## src/design/hdc_defs.svh

```systemverilog
`ifndef HDC_DEFS_SVH
`define HDC_DEFS_SVH

// hypervector width in bits
`define HDC_VEC_W 1024

// item memory address width
`define HDC_ADDR_W 10

// number of stored hypervectors
`define HDC_DEPTH 1024

// instruction word width
`define HDC_INST_W 16

// instruction layout, for reference when reading the package
//   bit 15      class, set when the word carries an item address
//   bit 14      load (address class) or right rotate (op class)
//   bit 13      write-back (address class) or left rotate (op class)
//   bits 12:3   one-hot rotate amount or op select
//   bits 9:0    item address (address class)
// write-back is the one word that sets both 15 and 13
// rotate amount runs from 1 at bit 12 up to 512 at bit 3
// the op select bits are xor, store, last, move, sign-load from bit 12 down

`endif

```

## src/design/hdc_pkg.sv

```systemverilog
`include "hdc_defs.svh"

package hdc_pkg;

    // one hypervector
    typedef logic [`HDC_VEC_W-1:0] hv_t;

    // item memory address
    typedef logic [`HDC_ADDR_W-1:0] item_addr_t;

    // memory view of an instruction
    // cls[1] says an address follows, cls[0] is load
    typedef struct packed {
        logic [1:0]                            cls;
        logic                                  wb;
        logic [`HDC_INST_W-`HDC_ADDR_W-4:0]    spare;
        item_addr_t                            addr;
    } mem_view_t;

    // op view of an instruction
    // with rot_r or rot_l set, sel is the one-hot rotate amount
    // otherwise sel[9] xor, sel[8] store, sel[7] last, sel[6] move,
    // sel[5] sign-load
    typedef struct packed {
        logic                                  cls;
        logic                                  rot_r;
        logic                                  rot_l;
        logic [9:0]                            sel;
        logic [`HDC_INST_W-14:0]               spare;
    } op_view_t;

    // same 16 bits, decoded either way depending on class
    typedef union packed {
        mem_view_t mem;
        op_view_t  op;
    } hdc_inst_u;

    // pending write-back of r2 into the item memory
    typedef struct packed {
        logic       valid;
        item_addr_t addr;
    } wb_req_t;

    // registered instruction handed to the vector unit
    // all zero is a nop
    typedef struct packed {
        hdc_inst_u inst;
    } hdc_op_t;

endpackage

```

## src/design/hdc_inst_decoder.sv

```systemverilog
module hdc_inst_decoder
    import hdc_pkg::*;
(
    input  logic       clk,
    input  logic       arst_n,
    input  logic       get_v,
    input  hdc_inst_u  get_d,
    output item_addr_t rd_addr,
    output wb_req_t    wb_req,
    output hdc_op_t    op
);

    // address class with the write-back bit
    logic is_wb;

    assign is_wb = get_d.mem.cls[1] && get_d.mem.wb;

    // memory read starts on the same edge the word is accepted,
    // so the address goes out unregistered
    assign rd_addr = get_d.mem.addr;

    always_ff @(posedge clk or negedge arst_n) begin
        if (!arst_n) begin
            wb_req <= '0;
            op     <= '0;
        end else if (get_v) begin
            if (is_wb) begin
                // write-back only touches memory, vector unit idles
                wb_req.valid <= 1'b1;
                wb_req.addr  <= get_d.mem.addr;
                op           <= '0;
            end else begin
                wb_req   <= '0;
                op.inst  <= get_d;
            end
        end else begin
            // nothing accepted gives a nop for one cycle
            wb_req <= '0;
            op     <= '0;
        end
    end

    // a write-back must not also run an op on r2 that cycle,
    // otherwise forwarding in the memory would return a stale r2
    a_wb_with_nop: assert property (
        @(posedge clk) disable iff (!arst_n)
        wb_req.valid |-> (op == '0)
    );

endmodule

```

## config.mk

```make
export PLATFORM = sky130hd
export DESIGN_NAME = hdc_inst_decoder
export DESIGN_NICKNAME = d
export VERILOG_FILES = /design/src/design/hdc_pkg.sv /design/src/design/hdc_inst_decoder.sv
export VERILOG_INCLUDE_DIRS = /design/src /design/src/design
export SDC_FILE = /design/constraint.sdc
export NUM_CORES = 1
export LEC_CHECK = 0
export ABC_AREA = 1
export BUFFER_PORTS_ARGS = -buffer_cell sky130_fd_sc_hd__buf_2
export CAP_MARGIN = 20
export CELL_PAD_IN_SITES_DETAIL_PLACEMENT = 1
export CELL_PAD_IN_SITES_GLOBAL_PLACEMENT = 1
export CORE_MARGIN = 10
export CORE_UTILIZATION = 33
export DETAILED_ROUTE_END_ITERATION = 8
export GPL_ROUTABILITY_DRIVEN = 0
export GPL_TIMING_DRIVEN = 0
export PLACE_DENSITY_LB_ADDON = 0.12
export SLEW_MARGIN = 20
export SYNTH_ARGS = -nofsm -noshare
export SYNTH_HDL_FRONTEND = slang
export SYNTH_SLANG_ARGS = --single-unit
```

## constraint.sdc

```tcl
create_clock -name clk -period 0.8 [get_ports clk]
set_input_delay 0.08 -clock clk [delete_from_list [all_inputs] [get_ports clk]]
set_output_delay 0.08 -clock clk [all_outputs]
set_load 0.01 [all_outputs]
```

==> impl_metrics.tcl, run 1 <==
set metrics [dict create \
    rows 19 \
    synth_top_area_share_pct 68.1 \
    async_reset_ff_share_pct 100 \
    fill_cells 328 \
    numCtsBuffers 3 \
    yosys-top-cells-area "dfrtp_1, nor2_1, buf_4" \
    vias 865 \
    power_mw 2.46 \
    drt_iter0_drc 39 \
    syn2layout_area_growth_pct 56.7 \
    critPathMaxFanout 1 \
    overflow 0 \
    worst_pin_slew_ns 0.375 \
    path_delay_family "flip-flops" \
    peakVddDrop_mv 0.665 \
    ys_types 8 \
    slew_viol_final 0 \
    max_slew_margin_pct 75.0 \
    min-delay-start "get_d[13]" \
    io_buffers 55 \
    crit_path_cell_trace "buf_6" \
    syn_area_sq_um 992 \
    fmax_mhz 1080 \
    wirelength_microns 2870 \
    io_pins 56 \
    htree_levels 1 \
    path_class "flip-flop to primary output" \
    drv_cap 0 \
    synth_cells 96 \
    grt_max_degree 28 \
    p_comb_share_pct 18.0 \
    setup_violations 27 \
    timing.critical_path.buf_inv 1 \
    status "complete, but fails checks" \
    path_clk_slew_ns 0.14 \
    die_h_microns 74.8 \
    drc 0 \
    p_sw_share_pct 25.1 \
    clock_path_buffers 2 \
    hold_class "primary input to flip-flop" \
    vias_per_cell 4.26 \
    seq_area_sq_um 676 \
    design_area_sq_um 1560 \
    hold-path-endpoint "op[13]$_DFF_PN0_" \
    syn_area_per_cell_sq_um 10.3 \
    grt_pass1_vias 1015 \
    synth_common_cells "dfrtp_1, nor2_1, inv_1, nand2_1, buf_4" \
    yosysSeqAreaShare_pct 68.1 \
    root_buffer "clkbuf_4" \
    finalWorstSetupSlack_ns -0.125 \
    power_switching_uw 617 \
    powerDensity_nw_per_um2 1580 \
    core-area_sq_um 2810 \
    wl_per_cell_microns 14.1 \
    grt_pass1_wl_microns 4640 \
    worst_hold_path.num_cells 3 \
    fin_crit_ns 0.925 \
    p_seq_share_pct 58.4 \
    antenna_cells 0 \
    die_area_sq_um 5600 \
    fp.dieW_microns 74.8 \
    cts_tree "built" \
    finalHoldViolations 0 \
    cp.required_ns 0.72 \
    end_kind "primary output" \
    nNetsFinal 192 \
    final_core_util_pct 55.4 \
    hpwlAfterDp_microns 2090 \
    finalSetupTns_ns -3.05 \
    synth_edf_count 0 \
    antenna_found_initial 0 \
    p_clk_share_pct 23.7 \
    worst_path_max_delay_cell "dfrtp_1" \
    startpoint_type "flip-flop" \
    max_stage_delay_ns 0.41 \
    internal-power_mw 1.84 \
    yosysWarningCount 0 \
    violations "setup timing" \
    dr.pass1.iters 2 \
    dpl-instance-area_sq_um 1310 \
    synth_seq_cells 27 \
    syn_nets 115 \
    drive_gt1_share_pct 42.4 \
    leakage_nw 0.930 \
    synth-main-ff-cell "dfrtp_1" \
    grtUsageTotal_pct 10.5 \
    ant_nets 0 \
    fin_crit_sh_pct 116 \
    cts_sinks 27 \
    arrival_ns 0.85 \
    cts_setup_buffers 0 \
    multi_input_area_sq_um 159 \
    initial_core_util_pct 35.4 \
    rsz0062_at_grt "yes" \
    yosysTopAreaCell "dfrtp_1" \
]
logic make-up after synthesis:
| group | Yosys count | share of synthesized area (%) |
|---|---|---|
| flops | 27 | 68.1 |
| buf+inv | 28 | 15.9 |
| simple gates | 41 | 16.0 |
layout make-up:
cell class	count	area share [%]
multi-input combinational	41	10.2
tap	31	2.49
sequential	27	43.4
inverter	15	3.62
clock buffer	4	1.69
timing repair buffer	72	32.0
buffer	13	6.52
power by group through the flow:
stage | Clock [mW] | Sequential, mW | Combinational (mW)
floorplan | 0 | 1.49 | 0.135
global placement | 0 | 1.45 | 0.358
detailed placement | 0 | 1.46 | 0.368
CTS | 0.607 | 1.43 | 0.438
global route | 0.673 | 1.44 | 0.496
finish | 0.581 | 1.43 | 0.441
worst max path at each step:
| stage | slack, ns | cells past startpoint | startpoint | endpoint |
|---|---|---|---|---|
| after floorplan | 0.31 | 4 | get_d[13] | op[10]$_DFF_PN0_ |
| after global routing | -0.18 | 1 | wb_req[7]$_DFF_PN0_ | wb_req[7] |
| after CTS | -0.15 | 1 | op[10]$_DFF_PN0_ | op[10] |
| after detailed placement | 0.07 | 5 | get_d[13] | op[11]$_DFF_PN0_ |
| after global placement | 0.09 | 5 | get_d[13] | op[4]$_DFF_PN0_ |
| final | -0.13 | 1 | op[5]$_DFF_PN0_ | op[5] |
repair_timing:
item,in CTS,in global routing
endpoints found under the setup margin,27,53
hold buffers,17,0
hold endpoints to repair,54,0
resized for setup,2,7
state kept, by name (all words and copies together) (netlist names):
name,cells
op,16
wb_req,11
stage by stage:
stage	hold slack, ns	cells	worst slack (ns)
6_report	0.00685	203	-0.125
5_1_grt	0.0108	203	-0.179
4_1_cts	0.00762	203	-0.146
3_5_place_dp	0.129	182	0.0747
3_3_place_gp	0.119	182	0.0909
2_1_floorplan	-0.216	96	0.313
layout by cell type, fill, tap and decap left out:
cell / synthesis / routed
buf_2: 0 / 46
clkbuf_1: 0 / 1
nand2_1: 12 / 12
buf_6: 1 / 9
dlygate4sd3_1: 0 / 17
dfrtp_1: 27 / 27
clkbuf_4: 1 / 5
buf_4: 11 / 11
nor2_1: 27 / 27
inv_1: 15 / 15
nand2_2: 2 / 2
routing by layer:
metal	up-vias	global-route usage (%)	share of wire [%]
met2	32	20.8	54
met3	2	4.47	10
met1	417	9.81	35
met5	-	0	0
met4	0	1.89	0.42
li1	414	-	-
No activity file was read; power rests on OpenSTA's default activity.
==> run 2, diff against run 1 <==
CAP_MARGIN = not set   (was 20)
CORE_ASPECT_RATIO = 0.8   (was not set)
clock period = 1.2 ns   (was 0.8 ns; I/O delays follow)
==> impl_metrics.tcl, run 2 (synthesized netlist as in run 1, its figures left out) <==
set metrics [dict create \
    setup_violations 0 \
    drc 0 \
    fin_crit_ns 0.897 \
    finalWorstSetupSlack_ns 0.303 \
    finalHoldViolations 0 \
    rsz0062_at_grt "no" \
    dr.pass1.iters 3 \
    top_regs "op x16, wb_req x11" \
    design_area_sq_um 1370 \
    core-area_sq_um 2830 \
    htree_levels 1 \
    wirelength_microns 2700 \
    final_common_cell "buf_2" \
    worst_pin_slew_ns 0.605 \
    dpl-instance-area_sq_um 1320 \
    timing.critical_path.buf_inv 1 \
    path_delay_family "flip-flops" \
    worst_path_max_delay_cell "dfrtp_1" \
    fin_crit_sh_pct 74.7 \
    initial_core_util_pct 35.1 \
    grt_max_degree 28 \
    clock_path_buffers 2 \
    internal-power_mw 1.29 \
    hpwlAfterDp_microns 2160 \
    hold_class "primary input to flip-flop" \
    die_h_microns 69.0 \
    ant_nets 0 \
    nNetsFinal 176 \
    vias_per_cell 4.05 \
    startpoint_type "flip-flop" \
    grtUsageTotal_pct 9.60 \
    slew_viol_final 0 \
    antenna_found_initial 0 \
    grt_pass1_wl_microns 4240 \
    max_stage_delay_ns 0.37 \
    rows 17 \
    fp.dieW_microns 81.3 \
    final_cell_mix "buf_2, nor2_1, dfrtp_1" \
    io_pins 56 \
    grt_pass1_vias 873 \
    path_class "flip-flop to primary output" \
    leakage_nw 0.863 \
    drt_iter0_drc 12 \
    die_area_sq_um 5610 \
    cp.required_ns 1.08 \
    overflow 0 \
    syn2layout_area_growth_pct 38.1 \
    vias 785 \
    peakVddDrop_mv 0.767 \
    p_seq_share_pct 56.3 \
    numCtsBuffers 3 \
    wl_per_cell_microns 13.9 \
    finalSetupTns_ns 0 \
    p_sw_share_pct 23.9 \
    drive_gt1_share_pct 46.8 \
    worst_hold_slack_ns 0.0376 \
    powerDensity_nw_per_um2 1230 \
    end_kind "primary output" \
    antenna_cells 0 \
    largest_reg_flops 16 \
    path_clk_slew_ns 0.09 \
    cts_sinks 27 \
    fmax_mhz 1110 \
    fill_cells 347 \
    power_mw 1.69 \
    top_register "op" \
    p_comb_share_pct 14.2 \
    critPathMaxFanout 1 \
    p_clk_share_pct 29.4 \
    power_switching_uw 404 \
    cts_tree "built" \
    drv_cap 0 \
    root_buffer "clkbuf_8" \
    max_slew_margin_pct 59.7 \
    io_buffers 55 \
    crit_path_cell_trace "buf_2" \
    arrival_ns 0.78 \
    dp_slack_ns 0.392 \
    status "finished, final reports clean" \
]
==> run 2: timing repair <==
action	4_1_cts	5_1_grt
buffers inserted	0	0
resized for setup	0	0
hold buffers	1	0
endpoints found under the hold margin	27	0
==> run 2: final timing paths <==
check	startpoint	end	slack [ns]	cells past startpoint
worst min-delay path	get_d[15]	op[13]$_DFF_PN0_	0.04	2
max in group asynchronous	arst_n	op[13]$_DFF_PN0_	0.40	2
worst max-delay path	op[14]$_DFF_PN0_	op[14]	0.30	1
min in group asynchronous	arst_n	wb_req[6]$_DFF_PN0_	0.39	2
==> run 2: area by class of cell <==
| cell class | instances | area (sq um) | area share [%] |
|---|---|---|---|
| plain buffers | 13 | 101 | 7.40 |
| clock buffers | 4 | 45.0 | 3.29 |
| inverters | 15 | 56.3 | 4.11 |
| multi-input cells | 41 | 159 | 11.6 |
| flip-flops and latches | 27 | 676 | 49.3 |
| well taps | 38 | 47.5 | 3.47 |
| repair buffers | 56 | 285 | 20.8 |
==> run 2: layer usage <==
metal  GRT usage (%)  routed length [microns]
met1            9.35                      924
met5               0                        0
met3            4.78                      339
met4            3.43                       36
met2            16.8                     1400
==> run 2: power by group through the flow <==
stage               sequential (mW)  combinational [mW]  clock (mW)
floorplan                     0.993              0.0900           0
global placement              0.969               0.238           0
detailed placement            0.971               0.248           0
CTS                           0.953               0.251       0.518
global route                  0.957               0.273       0.544
finish                        0.952               0.241       0.497
==> run 2: stage by stage <==
| step | std cells | util, % |
|---|---|---|
| after floorplan | 96 | - |
| final | 194 | 48.4 |
| after CTS | 194 | 48.4 |
| after global placement | 189 | 46.5 |
| after detailed placement | 189 | 46.5 |
| after global routing | 194 | 48.4 |
==> run 3, diff against run 2 <==
CORE_UTILIZATION = 30   (was 33)
clock period = 0.9 ns   (was 1.2 ns; I/O delays follow)
==> impl_metrics.tcl, run 3 (synthesized netlist as in run 1, its figures left out) <==
set metrics [dict create \
    final_common_cell "buf_2" \
    io_buffers 55 \
    leakage_nw 0.871 \
    top_usage_layer "met2" \
    critPathMaxFanout 1 \
    drive_gt1_share_pct 46.5 \
    die_h_microns 71.4 \
    arrival_ns 0.78 \
    drv_cap 0 \
    vias_per_cell 3.99 \
    io_pins 56 \
    grtUsageTotal_pct 9.08 \
    grt_use_met1_pct 8.74 \
    internal-power_mw 1.72 \
    startpoint_type "flip-flop" \
    placed_cells 191 \
    powerDensity_nw_per_um2 1610 \
    fin_cells 197 \
    numCtsBuffers 3 \
    core-area_sq_um 3130 \
    initial_core_util_pct 31.7 \
    overflow 0 \
    root_buffer "clkbuf_8" \
    fin_crit_sh_pct 96.7 \
    grt_pass1_wl_microns 4370 \
    grt_util_met3_pct 4.18 \
    syn2layout_area_growth_pct 42.5 \
    setup_violations 0 \
    timing.critical_path.buf_inv 1 \
    path_delay_family "flip-flops" \
    p_clk_share_pct 29.6 \
    status "finished, final reports clean" \
    design_area_sq_um 1410 \
    top_register "op" \
    dpl-instance-area_sq_um 1320 \
    fin_crit_ns 0.870 \
    largest_reg_flops 16 \
    wirelength_microns 2650 \
    drc 0 \
    antenna_cells 0 \
    top_regs "op x16, wb_req x11" \
    slew_viol_final 0 \
    antenna_found_initial 0 \
    grt_util_met2_pct 16.4 \
    final_cell_mix "buf_2, nor2_1, dfrtp_1" \
    vias 786 \
    p_seq_share_pct 56.0 \
    worst_pin_slew_ns 0.593 \
    die_area_sq_um 6020 \
    worst_hold_path.num_cells 3 \
    p_comb_share_pct 14.4 \
    rsz0062_at_grt "yes" \
    finalHoldViolations 0 \
    ant_nets 0 \
    hold_class "primary input to flip-flop" \
    max_slew_margin_pct 60.5 \
    min-delay-start "get_d[11]" \
    end_kind "primary output" \
    cts_tree "built" \
    nNetsFinal 177 \
    finalWorstSetupSlack_ns 0.0300 \
    cp.required_ns 0.81 \
    grt_max_degree 28 \
    peakVddDrop_mv 0.549 \
    fmax_mhz 1150 \
    hold-path-endpoint "op[11]$_DFF_PN0_" \
    dp_slack_ns 0.151 \
    htree_levels 1 \
    path_class "flip-flop to primary output" \
    grt_pass1_vias 875 \
    hpwlAfterDp_microns 2100 \
    fp.dieW_microns 84.3 \
    max_stage_delay_ns 0.38 \
    crit_path_cell_trace "buf_2" \
    cts_sinks 27 \
    rows 18 \
    dr.pass1.iters 4 \
    path_clk_slew_ns 0.09 \
    power_switching_uw 547 \
    wl_per_cell_microns 13.5 \
    clock_path_buffers 2 \
    drt_iter0_drc 13 \
    worst_path_max_delay_cell "dfrtp_1" \
    fill_cells 384 \
    p_sw_share_pct 24.1 \
]
[run 3: worst min-delay path, delay by kind of cell]
kind | cells | cell delay [ns]
buffers and inverters | 2 | 0.13
AND/OR/NAND/NOR | 1 | 0.03
[run 3: power by group through the flow]
stage / clock (mW) / combinational (mW) / sequential [mW]
3_5_place_dp: 0 / 0.325 / 1.30
6_report: 0.672 / 0.327 / 1.27
3_3_place_gp: 0 / 0.319 / 1.29
4_1_cts: 0.712 / 0.333 / 1.27
2_1_floorplan: 0 / 0.120 / 1.32
5_1_grt: 0.755 / 0.371 / 1.28
[run 3: how the worst max path moves through the flow]
| stage | start | end | depth (start not counted) |
|---|---|---|---|
| 3_5_place_dp | get_d[13] | op[12]$_DFF_PN0_ | 5 |
| 3_3_place_gp | get_d[13] | op[8]$_DFF_PN0_ | 5 |
| 2_1_floorplan | get_d[13] | op[10]$_DFF_PN0_ | 4 |
| 6_report | op[2]$_DFF_PN0_ | op[2] | 1 |
| 4_1_cts | op[2]$_DFF_PN0_ | op[2] | 1 |
| 5_1_grt | op[1]$_DFF_PN0_ | op[1] | 1 |
[run 3: repair_timing]
action,in CTS,in global routing
endpoints found under the hold margin,28,0
buffers inserted,0,0
endpoints found under the setup margin,0,8
hold buffers,2,0
resized for setup,0,5
[run 3: cell type report]
class | count | area, sq um | share of cell area, %
Inverter | 15 | 56.3 | 3.98
Sequential cell | 27 | 676 | 47.8
Tap cell | 40 | 50.0 | 3.54
Clock buffer | 4 | 45.0 | 3.19
Multi-Input combinational cell | 41 | 159 | 11.2
Timing Repair Buffer | 57 | 327 | 23.1
Buffer | 13 | 101 | 7.17
[run 3: metrics by stage]
stage                     TNS, ns  total power [mW]  hold WS, ns  util (%)
after floorplan                 0              1.44       -0.206         -
after global placement          0              1.61        0.127      42.1
after detailed placement        0              1.62        0.139      42.1
after CTS                       0              2.32       0.0141      44.2
after global routing      -0.0294              2.40       0.0146      45.2
final                           0              2.27       0.0227      45.2
[run 3: metal layers]
layer / share of wire [%] / wire (microns)
met4: 1.3 / 34
met3: 10 / 270
met1: 36 / 952
met2: 53 / 1390
met5: 0 / 0
